### src/source/cpu_pkg.sv
// shared types, opcodes, ALU commands and lookup tables for the 8-bit processor; import in each block
`default_nettype none

package cpu_pkg;

  typedef logic [7:0] word_t;          // datapath byte
  typedef logic [8:0] instr_t;         // machine code word
  typedef logic [2:0] reg_addr_t;      // register index
  typedef logic [7:0] mem_addr_t;      // data memory address
  typedef logic signed [7:0] offset_t; // relative branch distance

  // top three bits of the machine word
  typedef enum logic [2:0] {
    LDI = 3'd0,  // r0 <- imm6
    MOV = 3'd1,  // r[a] <- r[b]
    ADD = 3'd2,  // r[a] <- r[a] + r[b], carry to sc
    XOR = 3'd3,  // r[a] <- r[a] ^ r[b]
    SHF = 3'd4,  // b: 0 left, 1 right, 2 clear sc
    LD  = 3'd5,  // r[a] <- mem[mem_lut[b]]
    ST  = 3'd6,  // mem[mem_lut[b]] <- r[a]
    CTL = 3'd7   // a: 0 halt, 1 out, 2 bnz, 3 bra
  } opcode_e;

  typedef enum logic [2:0] {
    ALU_ADD   = 3'd0,
    ALU_XOR   = 3'd1,
    ALU_SHL   = 3'd2,
    ALU_SHR   = 3'd3,
    ALU_PASSB = 3'd4
  } alu_cmd_e;

  // machine word split into its fields
  typedef struct packed {
    opcode_e   op;
    reg_addr_t a;
    reg_addr_t b;
  } instr_fields_t;

  // load/store address table, indexed by field b
  localparam mem_addr_t mem_lut [0:7] = '{
    8'd0, 8'd1, 8'd2, 8'd3, 8'd16, 8'd32, 8'd128, 8'd255
  };

  // branch offset table, indexed by field b
  localparam offset_t branch_lut [0:7] = '{
    -8'sd1, -8'sd2, -8'sd3, -8'sd4, 8'sd2, 8'sd3, 8'sd4, 8'sd8
  };

endpackage

`default_nettype wire

### src/source/prog_ctr.sv
// program counter with run/halt state; restarts on req and steps or branches each running cycle
`default_nettype none

module prog_ctr #(
  parameter int PC_W = 6
) (
  input  wire logic            clk,
  input  wire logic            rst_n,
  input  wire logic            req,        // start pulse from host
  input  wire logic            halt,       // from decode, already gated by run
  input  wire logic            branch_en,
  input  wire cpu_pkg::offset_t branch_off,
  output logic [PC_W-1:0]      pc,
  output logic                 run
);

  always_ff @(posedge clk) begin
    if (!rst_n) begin
      run <= 1'b0;
      pc  <= '0;
    end else if (req) begin
      run <= 1'b1; // restart from address 0
      pc  <= '0;
    end else if (run) begin
      if (halt)
        run <= 1'b0;                     // pc stays on the halt
      else if (branch_en)
        pc <= pc + PC_W'(branch_off);    // sign-extended relative jump
      else
        pc <= pc + 1'b1;
    end
  end

endmodule

`default_nettype wire

### src/source/instr_mem.sv
// instruction memory; host writes programs through the load port, pc reads combinationally
`default_nettype none

module instr_mem #(
  parameter int PC_W = 6
) (
  input  wire logic            clk,
  input  wire logic            load_en,    // host write strobe, idle only
  input  wire logic [PC_W-1:0] load_addr,
  input  wire cpu_pkg::instr_t load_instr,
  input  wire logic [PC_W-1:0] pc,
  output cpu_pkg::instr_t      instr
);
  import cpu_pkg::*;

  instr_t mem [2**PC_W]; // program store, no reset

  always_ff @(posedge clk) begin
    if (load_en)
      mem[load_addr] <= load_instr;
  end

  // fetch in the same cycle
  assign instr = mem[pc];

endmodule

`default_nettype wire

### src/source/ctrl_decode.sv
// machine code decoder; drives register, ALU, memory, branch and output controls, all gated by run
`default_nettype none

module ctrl_decode (
  input  wire cpu_pkg::instr_t  instr,
  input  wire logic             run,
  input  wire logic             zero_q,     // registered zero flag
  output cpu_pkg::reg_addr_t    rd_a,
  output cpu_pkg::reg_addr_t    rd_b,
  output cpu_pkg::reg_addr_t    wr_addr,
  output logic                  reg_we,
  output cpu_pkg::alu_cmd_e     alu_cmd,
  output logic                  imm_sel,    // write back the immediate
  output cpu_pkg::word_t        imm,
  output logic                  mem_sel,    // write back memory data
  output cpu_pkg::mem_addr_t    mem_addr,
  output logic                  mem_we,
  output logic                  branch_en,
  output cpu_pkg::offset_t      branch_off,
  output logic                  halt,
  output logic                  out_en
);
  import cpu_pkg::*;

  instr_fields_t f;

  assign f = instr_fields_t'(instr);

  // fixed field routing
  assign rd_a       = f.a;
  assign rd_b       = f.b;   // also the OUT source
  assign imm        = {2'b00, instr[5:0]};
  assign mem_addr   = mem_lut[f.b];
  assign branch_off = branch_lut[f.b];

  always_comb begin
    wr_addr   = f.a;
    reg_we    = 1'b0;
    alu_cmd   = ALU_PASSB;
    imm_sel   = 1'b0;
    mem_sel   = 1'b0;
    mem_we    = 1'b0;
    branch_en = 1'b0;
    halt      = 1'b0;
    out_en    = 1'b0;
    if (run) begin // idle machine issues nothing
      unique case (f.op)
        LDI: begin
          wr_addr = 3'd0; // always r0
          imm_sel = 1'b1;
          reg_we  = 1'b1;
        end
        MOV: reg_we = 1'b1; // pass b through the ALU
        ADD: begin
          alu_cmd = ALU_ADD;
          reg_we  = 1'b1;
        end
        XOR: begin
          alu_cmd = ALU_XOR;
          reg_we  = 1'b1;
        end
        SHF: begin
          if (f.b == 3'd0) begin
            alu_cmd = ALU_SHL;
            reg_we  = 1'b1;
          end else if (f.b == 3'd1) begin
            alu_cmd = ALU_SHR;
            reg_we  = 1'b1;
          end
          // b=2 clears sc in the top level, other b values do nothing
        end
        LD: begin
          mem_sel = 1'b1;
          reg_we  = 1'b1;
        end
        ST:  mem_we = 1'b1; // data from port a
        CTL: begin
          unique case (f.a)
            3'd0:    halt      = 1'b1;
            3'd1:    out_en    = 1'b1;
            3'd2:    branch_en = !zero_q; // branch on nonzero
            3'd3:    branch_en = 1'b1;
            default: ;                    // reserved, acts as nop
          endcase
        end
        default: ;
      endcase
    end
  end

endmodule

`default_nettype wire

### src/source/reg_file.sv
// eight 8-bit registers; two combinational read ports, one clocked write port
`default_nettype none

module reg_file (
  input  wire logic               clk,
  input  wire logic               rst_n,
  input  wire logic               we,
  input  wire cpu_pkg::reg_addr_t rd_a,
  input  wire cpu_pkg::reg_addr_t rd_b,
  input  wire cpu_pkg::reg_addr_t wr_addr,
  input  wire cpu_pkg::word_t     wr_data,
  output cpu_pkg::word_t          dat_a,
  output cpu_pkg::word_t          dat_b
);
  import cpu_pkg::*;

  word_t regs [8];

  always_ff @(posedge clk) begin
    if (!rst_n) begin
      for (int i = 0; i < 8; i++)
        regs[i] <= '0; // all registers start at zero
    end else if (we) begin
      regs[wr_addr] <= wr_data;
    end
  end

  assign dat_a = regs[rd_a]; // operand a, store data
  assign dat_b = regs[rd_b]; // operand b, OUT data

endmodule

`default_nettype wire

### src/source/alu.sv
// combinational ALU; add, xor, shifts through carry and pass, with carry and zero outputs
`default_nettype none

module alu (
  input  wire cpu_pkg::alu_cmd_e alu_cmd,
  input  wire cpu_pkg::word_t    in_a,
  input  wire cpu_pkg::word_t    in_b,
  input  wire logic              sc_in,   // registered shift/carry flag
  output cpu_pkg::word_t         rslt,
  output logic                   sc_out,  // new carry or shifted-out bit
  output logic                   zero
);
  import cpu_pkg::*;

  always_comb begin
    rslt   = in_b;
    sc_out = 1'b0;
    unique case (alu_cmd)
      ALU_ADD: {sc_out, rslt} = {1'b0, in_a} + {1'b0, in_b}; // no carry in
      ALU_XOR: rslt = in_a ^ in_b;
      // sc enters bit 0, msb leaves to sc
      ALU_SHL: {sc_out, rslt} = {in_a, sc_in};
      // sc enters bit 7, lsb leaves to sc
      ALU_SHR: {rslt, sc_out} = {sc_in, in_a};
      ALU_PASSB: rslt = in_b; // MOV path
      default: rslt = in_b;
    endcase
  end

  assign zero = (rslt == '0);

endmodule

`default_nettype wire

### src/source/dat_mem.sv
// 256-byte data memory; clocked store, combinational load
`default_nettype none

module dat_mem (
  input  wire logic               clk,
  input  wire logic               we,
  input  wire cpu_pkg::mem_addr_t addr,    // from mem_lut
  input  wire cpu_pkg::word_t     wr_data, // register port a
  output cpu_pkg::word_t          rd_data
);
  import cpu_pkg::*;

  word_t mem [2**$bits(mem_addr_t)];

  always_ff @(posedge clk) begin
    if (we)
      mem[addr] <= wr_data;
  end

  assign rd_data = mem[addr];

endmodule

`default_nettype wire

### src/source/cpu_top.sv
// processor top level; wires fetch, decode, registers, ALU and data memory, holds flags and output
`default_nettype none

module cpu_top #(
  parameter int PC_W = 6  // instruction memory holds 2**PC_W words
) (
  input  wire logic            clk,
  input  wire logic            rst_n,
  input  wire logic            load_en,
  input  wire logic [PC_W-1:0] load_addr,
  input  wire cpu_pkg::instr_t load_instr,
  input  wire logic            req,
  output logic                 done,
  output logic                 out_valid,
  output cpu_pkg::word_t       out_data
);
  import cpu_pkg::*;

  logic [PC_W-1:0] pc;
  logic            run;
  instr_t          instr;
  instr_fields_t   instr_f;
  reg_addr_t       rd_a, rd_b, wr_addr;
  logic            reg_we;
  alu_cmd_e        alu_cmd;
  logic            imm_sel, mem_sel, mem_we;
  word_t           imm;
  mem_addr_t       mem_addr;
  logic            branch_en, halt, out_en;
  offset_t         branch_off;
  word_t           dat_a, dat_b, rslt, mem_rd, wr_data;
  logic            sc_out, zero;
  logic            sc_q, zero_q;  // registered flags
  logic            sc_en, zero_en, sc_clr;

  prog_ctr #(.PC_W(PC_W)) pc1 (
    .clk, .rst_n, .req, .halt, .branch_en, .branch_off, .pc, .run
  );

  instr_mem #(.PC_W(PC_W)) im1 (
    .clk, .load_en, .load_addr, .load_instr, .pc, .instr
  );

  ctrl_decode dec1 (
    .instr, .run, .zero_q, .rd_a, .rd_b, .wr_addr, .reg_we, .alu_cmd,
    .imm_sel, .imm, .mem_sel, .mem_addr, .mem_we, .branch_en, .branch_off,
    .halt, .out_en
  );

  reg_file rf1 (
    .clk, .rst_n, .we(reg_we), .rd_a, .rd_b, .wr_addr, .wr_data, .dat_a, .dat_b
  );

  alu alu1 (
    .alu_cmd, .in_a(dat_a), .in_b(dat_b), .sc_in(sc_q), .rslt, .sc_out, .zero
  );

  dat_mem dm1 (
    .clk, .we(mem_we), .addr(mem_addr), .wr_data(dat_a), .rd_data(mem_rd)
  );

  // write-back select
  assign wr_data = imm_sel ? imm : (mem_sel ? mem_rd : rslt);

  // flag enables follow the ALU command of a register write
  assign instr_f = instr_fields_t'(instr);
  assign sc_clr  = run && (instr_f.op == SHF) && (instr_f.b == 3'd2);
  assign sc_en   = reg_we && (alu_cmd inside {ALU_ADD, ALU_SHL, ALU_SHR});
  assign zero_en = reg_we && (alu_cmd inside {ALU_ADD, ALU_XOR, ALU_SHL, ALU_SHR});

  always_ff @(posedge clk) begin
    if (!rst_n) begin
      sc_q   <= 1'b0;
      zero_q <= 1'b0;
    end else begin
      if (sc_clr)
        sc_q <= 1'b0;
      else if (sc_en)
        sc_q <= sc_out;
      if (zero_en)
        zero_q <= zero;
    end
  end

  // done set by halt, cleared by the next start
  always_ff @(posedge clk) begin
    if (!rst_n)
      done <= 1'b0;
    else if (req)
      done <= 1'b0;
    else if (halt)
      done <= 1'b1;
  end

  always_ff @(posedge clk) begin
    if (!rst_n)
      out_valid <= 1'b0;
    else
      out_valid <= out_en; // one-cycle strobe
  end

  always_ff @(posedge clk) begin
    if (out_en)
      out_data <= dat_b; // r[b] of the OUT
  end

endmodule

`default_nettype wire

### config.mk
export PLATFORM = sky130hd
export DESIGN_NAME = cpu_top
export DESIGN_NICKNAME = d
export VERILOG_FILES = /design/src/source/cpu_pkg.sv /design/src/source/prog_ctr.sv /design/src/source/instr_mem.sv /design/src/source/ctrl_decode.sv /design/src/source/reg_file.sv /design/src/source/alu.sv /design/src/source/dat_mem.sv /design/src/source/cpu_top.sv
export SDC_FILE = /design/constraint.sdc
export NUM_CORES = 1
export LEC_CHECK = 0
export BUFFER_PORTS_ARGS = -buffer_cell sky130_fd_sc_hd__buf_2
export CORE_UTILIZATION = 47
export DETAILED_ROUTE_END_ITERATION = 16
export SETUP_SLACK_MARGIN = 0.02
export SYNTH_ARGS = -nofsm -noshare
export SYNTH_HDL_FRONTEND = slang
export SYNTH_SLANG_ARGS = --single-unit
### constraint.sdc
create_clock -name clk -period 16.3 [get_ports clk]
set_clock_uncertainty 0.15 [all_clocks]
set_input_delay 0 -clock clk [delete_from_list [all_inputs] [get_ports clk]]
set_output_delay 0 -clock clk [all_outputs]
set_load 0.02 [all_outputs]
==> qor.yml, run 1 <==
cts:
  clk_pin_slew_ns: 0.06
  root_buffer: "clkbuf_16"
  cts_tree: "yes"
  clock_sinks: 927
  cts_resized: 0
  insertion_delay_ns: 0.68
  clockBufferDepth: 3
  htree_levels: 3
  numCtsBuffers: 99
finish:
  postLayoutCellArea_um2: 44030
  num_antenna_cells: 0
  area_growth_pct: 12.17
  drive_gt1_frac: 0.1716
  fill_cells: 6552
  nets: 2537
floorplanning:
  die_h_um: 291.0
  boundaryPins: 29
  die_width_um: 291.0
  start_util: 0.4765
  rows: 105
  fp.dieArea_um2: 84680
  core-area_um2: 82370
setup_path:
  r2r_slack_ns: 7.56
  cp_top_family: "buffers and inverters"
  critPathCaptureType: "flop"
  crit_required_ns: 16.55
  reg2reg_to: "rf1.regs[0][6]"
  max_stage_delay_ns: 0.85
  worstPathMaxFanout: 54
  critical_path_buf_inv_count: 5
  critPathKind: "reg2reg"
  cp-start-kind: "flop"
  slowest_stage: "buf_4"
  cp.arrival_ns: 8.99
  worst-r2r-cell-count: 25
routing:
  via_per_inst: 6.231
  first_pass_iters: 6
  routed_wl_um: 107500
  wl_per_cell_um: 29.44
  ant_nets: 0
  drt-initial-drc-count: 2568
  drc: 0
  vias: 22760
synthesis:
  synth_edf_count: 910
  yosys.area.top_type: "edfxtp_1"
  synthTopCellsByArea: "edfxtp_1 70%, mux4_2 7.3%, mux2i_1 2.9%, nor2_1 1.5%, nand3_1 1.0%"
  ys_types: 117
  synthCells: 2335
  synth-seq-area-share: 0.7048
  syn-cell-area_um2: 39250
  synth-seq-cells: 927
  ys_warn_count: 0
  async_reset_ff_frac: 0
  avgSynthCellArea_um2: 16.81
  synth_top_cell_area_share: 0.6961
  ys.flop_type: "edfxtp_1"
sta:
  final.setup.tns_ns: 0
  rsz0062_at_grt: "no"
  slew_violations: 0
  hold_viol: 0
  worst_pin_slew_ns: 1.369
  fmax_mhz: 114.4
  relSlewSlack: 0.08427
  timing.final.crit_share: 0.5363
  period_minus_slack_ns: 8.742
  setup_violations: 0
worst_hold_path:
  hp-class: "in2reg"
  min_delay_worst_endpoint: "im1.mem[39][0]"
  hp-start: "load_instr[0]"
  min_path_cells: 1
run:
  cap_violations: 0
place:
  dpl_cell_area_um2: 40780
  dp_hpwl_um: 66160
  gp_congestion: 0.8994
  port_buffers: 28
pwr:
  p_leak_nw: 14.15
  peakVddDrop_v: 0.0001084
  power_density_nw_per_um2: 119.0
global_routing:
  grt_pass1_wl_um: 157500
  grt_max_degree: 65
  antenna_found_initial: 2
  track_usage: 0.2552
  grt-ovfl-total: 0
  grt_pass1_vias: 22900
outcome:
  status: "finished clean"
[cell families (layout without fill, tap and decap cells)]
kind of cell             Yosys count  count (layout)  share of synthesized area
AND/OR/NAND/NOR                  529             529                    0.06859
AO/OA/AOI/OAI                    419             419                    0.08463
flip-flops                       927             927                     0.7048
multiplexers                     269             269                     0.1110
XOR/XNOR                          11              11                   0.002454
other                              1             110                 0.00009553
adder cells (fa/ha/maj)           19              19                   0.006439
buffers and inverters            160             298                    0.02196
[power breakdown]
group / total, mW / switching [mW] / internal [mW] / leakage [nW]
Sequential: 2.70 / 0.0178 / 2.68 / 8.51
Clock: 2.16 / 0.930 / 1.23 / 1.51
Combinational: 0.377 / 0.264 / 0.114 / 4.13
[final cells by class]
| class | instances | area (um2) | share of cell area |
|---|---|---|---|
| Sequential cell | 927 | 27680 | 0.6287 |
| Multi-Input combinational cell | 1357 | 11180 | 0.2538 |
| Clock buffer | 124 | 2624 | 0.05959 |
| Tap cell | 1070 | 1339 | 0.03041 |
| Timing Repair Buffer | 90 | 643.1 | 0.01461 |
| Clock inverter | 60 | 478.0 | 0.01086 |
| Inverter | 24 | 90.09 | 0.002046 |
[synth_stat cells, types with 12 or more instances]
master,instances
mux2i_1,114
clkbuf_1,57
buf_6,18
ha_1,17
nand4_1,14
a211oi_1,13
o211ai_1,15
o21ai_0,66
nand3_1,82
and2_1,12
edfxtp_1,910
mux2_2,25
a21oi_1,43
a21o_1,13
dfxtp_1,17
a22oi_1,51
inv_1,22
and3_1,12
mux4_2,128
nor2b_1,48
nor3_1,27
nand2b_1,15
buf_2,35
nor2_1,158
nand2_1,97
o22ai_1,30
buf_4,16
a221oi_1,20
[flip-flops by register name, summed over array words and instances (netlist names), named ones only]
register and flops:
sc_q 1, dm1.mem 262, pc1.pc 6, zero_q 1, pc1.run 1, im1.mem 576
out_data 8, rf1.regs 64, out_valid 1, done 1
[metrics by stage]
stage,hold WS [ns],cells,worst slack [ns],power [mW],utilization
final,0.03461,3652,7.558,5.240,0.5345
after global routing,0.06299,3652,7.076,5.374,0.5345
after CTS,0.008892,3652,7.544,5.259,0.5345
after detailed placement,0.1269,3453,7.553,3.119,0.4951
after global placement,0.1244,3453,7.621,3.111,0.4951
after floorplan,-0.05113,2444,10.71,2.971,-
[repair_timing]
action,in CTS,in global routing
hold buffers,15,0
endpoints found under the hold margin,473,0
buffers inserted,0,0
[placed cells by master, fill, tap and decap left out, types with 11 or more instances in the layout]
master and n:
o211ai_1 15, dfxtp_1 12, nand4_1 14, inv_1 22, and2_1 12, and3_1 12
mux2i_1 114, a211oi_1 12, a31oi_1 11, buf_4 47, o221ai_1 11, nand2b_1 15
a22oi_1 51, mux2_2 25, nand2_1 96, o21ai_0 66, buf_2 28, clkbuf_1 22
edfxtp_1 910, nor2b_1 48, o22ai_1 30, dlygate4sd3_1 15, clkinv_1 36, nand3_1 82
nor3_1 25, a21o_1 13, a221oi_1 20, conb_1 110, mux4_2 128, ha_1 17
nor2_1 157, a21oi_1 43, clkinv_2 13, clkbuf_16 101
[how the worst max path moves through the flow]
stage	to	slack (ns)	depth (start not counted)
after floorplan	rf1.regs[0][6]	10.71	22
after global placement	rf1.regs[0][6]	7.62	25
after detailed placement	rf1.regs[0][6]	7.55	25
after CTS	rf1.regs[0][6]	7.54	25
after global routing	rf1.regs[0][6]	7.08	25
final	rf1.regs[0][6]	7.56	25
[routing by layer]
layer  part of all wire  wire length, um  track usage  vias to the layer above
met5            0.00032               34            0                        -
met3              0.073             7879      0.03772                      209
met2               0.49            52640       0.4208                     1086
met1               0.40            43270       0.3465                    11740
met4              0.034             3703      0.09137                        4
li1                   -                -            -                     9721
No activity file was read; power rests on OpenSTA's default activity.
==> run 2: changes to the inputs <==
==> constraint.sdc (replaced) <==
create_clock -name clk -period 8.6 [get_ports clk]
set_clock_uncertainty 0.15 [all_clocks]
set_input_delay 0 -clock clk [delete_from_list [all_inputs] [get_ports clk]]
set_output_delay 0 -clock clk [all_outputs]
set_load 0.02 [all_outputs]
==> run 2 against run 1 <==
Net effect:
- fmax up 21%
- global-route usage down 0.17 points
- combinational power up 88%
- die area unchanged
- sequential power up 90%
- wire length down 0.28%
- clock power up 91%
- via count up 0.20%
- total power up 90%
- hold slack worse by 0.028 ns
- final cell count up 0.38%
==> qor.yml, run 2 (synthesis results as in run 1) <==
floorplanning:
  fp.dieArea_um2: 84680  # unchanged
  die_h_um: 291.0  # unchanged
  rows: 105  # unchanged
  boundaryPins: 29  # unchanged
  core-area_um2: 82370  # unchanged
  start_util: 0.4765  # unchanged
  die_width_um: 291.0  # unchanged
setup_path:
  reg2reg_to: "rf1.regs[0][6]"  # unchanged
  max_stage_delay_ns: 0.88  # was 0.85 ns
  critPathCaptureType: "flop"  # unchanged
  r2r_slack_ns: 1.39  # was 7.56 ns
  worstPathMaxFanout: 44  # was 54
  critPathKind: "reg2reg"  # unchanged
  critPathCapture: "rf1.regs[0][6]"  # unchanged
  cp-start-kind: "flop"  # unchanged
  crit_required_ns: 8.95  # was 16.55 ns
  critical_path_buf_inv_count: 2  # was 5
  crit_chain: "buf_4, mux4_2, mux2_2, mux4_2, a32oi_1, and2_1, nand3_1, and4_1, buf_4, ha_1, fa_1, a21o_1, a21o_1, a21o_1, a21o_1, o21ai_0, xor2_1, o2bb2ai_1, o22ai_1, a32oi_2, nor3b_2"
  worst-r2r-cell-count: 21  # was 25
  cpMostUsedCell: "a21o_1"
  cp.arrival_ns: 7.56  # was 8.99 ns
  cp_num_cells: 21  # was 25
  cp_top_family: "compound AO/OA/AOI/OAI gates"  # was buffers and inverters
  slowest_stage: "dfxtp_4"  # was buf_4
sta:
  layout_setup_ws_ns: 1.390  # was 7.558 ns
  timing.final.crit_share: 0.8384  # was 0.5363
  rsz0062_at_grt: "no"  # unchanged
  worst_pin_slew_ns: 1.376  # was 1.369 ns
  slew_violations: 0  # unchanged
  hold_viol: 0  # unchanged
  relSlewSlack: 0.07781  # was 0.08427
  period_minus_slack_ns: 7.210  # was 8.742 ns
  fmax_mhz: 138.7  # was 114.4 MHz
  setup_violations: 0  # unchanged
  final.setup.tns_ns: 0  # unchanged
cts:
  insertion_delay_ns: 0.66  # was 0.68 ns
  postCtsSetupBuffers: 0  # unchanged
  clockBufferDepth: 3  # unchanged
  root_buffer: "clkbuf_16"  # unchanged
  numCtsBuffers: 98  # was 99
  htree_levels: 3  # unchanged
  cts_tree: "yes"  # unchanged
  clk_pin_slew_ns: 0.06  # about the same
  clock_sinks: 927  # unchanged
pwr:
  p_total_mw: 9.951  # was 5.240 mW
  p_leak_nw: 14.25  # was 14.15 nW
  peakVddDrop_v: 0.0001738  # was 0.0001084 V
  power_density_nw_per_um2: 225.0  # was 119.0 nW/um2
outcome:
  status: "finished clean"  # unchanged
global_routing:
  grt_pass1_vias: 22510  # was 22900
  grt_max_degree: 65  # unchanged
  antenna_found_initial: 4  # was 2
  grt-ovfl-total: 0  # unchanged
  track_usage: 0.2536  # was 0.2552
  grt_pass1_wl_um: 156600  # was 157500 um
place:
  port_buffers: 28  # unchanged
  gp_congestion: 0.8628  # was 0.8994
  dp_hpwl_um: 67810  # was 66160 um
  dp_slack_ns: 1.377  # was 7.553 ns
finish:
  area_growth_pct: 12.65  # was 12.17%
  drive_gt1_frac: 0.1814  # was 0.1716
  largest_reg_flops: 576  # unchanged
  most-common-layout-cells: "910 x edfxtp_1, 157 x nor2_1, 128 x mux4_2"  # unchanged
  fill_cells: 6524  # was 6552
  top_register: "im1.mem"  # unchanged
  largestRegisters: "im1.mem x576, dm1.mem x262, rf1.regs x64"  # unchanged
  regArea_um2: 27680  # unchanged
  multiInputGateArea_um2: 11170  # was 11180 um2
  final_common_cell: "edfxtp_1"  # unchanged
  nets: 2554  # was 2537
  num_antenna_cells: 0  # unchanged
routing:
  vias: 22800  # was 22760
  first_pass_iters: 7  # was 6
  ant_nets: 0  # unchanged
  wl_per_cell_um: 29.25  # was 29.44 um
  routed_wl_um: 107200  # was 107500 um
  via_per_inst: 6.220  # was 6.231
  drt-initial-drc-count: 2514  # was 2568
  drc: 0  # unchanged
worst_hold_path:
  hp-class: "in2reg"  # unchanged
run:
  cap_violations: 0  # unchanged
run 2: cell types whose count changed in the layout (fill, tap and decap cells not counted), moves of 3 or more:
cell | before | now
clkbuf_16 | 101 | 98
buf_4 | 47 | 61
clkbuf_1 | 22 | 16
buf_12 | 0 | 3
bufinv_16 | 6 | 9
clkinv_2 | 13 | 16
clkinv_1 | 36 | 27
clkinv_4 | 0 | 3
clkinvlp_4 | 0 | 5
run 2: what timing repair did:
action | 4_1_cts | 5_1_grt
hold buffers | 16 | 0
gates resized for setup | 0 | 0
endpoints found under the hold margin | 468 | 0
setup endpoints to repair | 0 | 0
run 2: where the power goes:
part / internal, mW / total [mW] / switching (mW)
sequential: 5.08 / 5.12 / 0.0387
combinational: 0.221 / 0.707 / 0.486
clock: 2.37 / 4.12 / 1.76
run 2: through the flow:
| step | hold slack, ns | area, um2 | util | std cells |
|---|---|---|---|---|
| global route | 0.05492 | 44220 | 0.5368 | 3666 |
| floorplan | -0.05113 | 39660 | - | 2444 |
| detailed placement | 0.1514 | 40940 | 0.4970 | 3470 |
| global placement | 0.1421 | 40940 | 0.4970 | 3470 |
| CTS | 0.01171 | 44220 | 0.5368 | 3666 |
| finish | 0.006457 | 44220 | 0.5368 | 3666 |
run 2: worst min path at each step:
stage,start,to,slack [ns],cells past startpoint
final,load_instr[4],im1.mem[41][4],0.006,1
after global routing,load_instr[4],im1.mem[41][4],0.05,1
after CTS,load_instr[4],im1.mem[48][4],0.01,1
after detailed placement,req,pc1.run,0.15,3
after global placement,req,pc1.run,0.14,3
after floorplan,load_instr[0],im1.mem[0][0],-0.05,0
run 2: final cells by class:
class,count,area share
repair buffers,108,0.01850
multi-input cells,1357,0.2526
inverters,24,0.002037
clock buffers,114,0.05682
flip-flops and latches,927,0.6260
clock inverters,66,0.01375
well taps,1070,0.03028
run 2: per-layer routing:
layer  share of wire  track usage  up-vias
met5         0.00041            0        -
met2            0.49       0.4159     1096
li1                -            -     9742
met3           0.071      0.03940      233
met1            0.40       0.3430    11720
met4           0.039      0.09459        8
run 2: worst reg2reg max path, stage by stage, from the launching register on:
cell,delay [ns]
dfxtp_4,0.88
buf_4,0.37
mux4_2,0.52
mux2_2,0.27
mux4_2,0.53
a32oi_1,0.73
and2_1,0.48
nand3_1,0.12
and4_1,0.20
buf_4,0.26
ha_1,0.31
fa_1,0.41
a21o_1,0.19
a21o_1,0.18
a21o_1,0.18
a21o_1,0.18
o21ai_0,0.10
xor2_1,0.10
o2bb2ai_1,0.22
o22ai_1,0.13
a32oi_2,0.33
nor3b_2,0.24
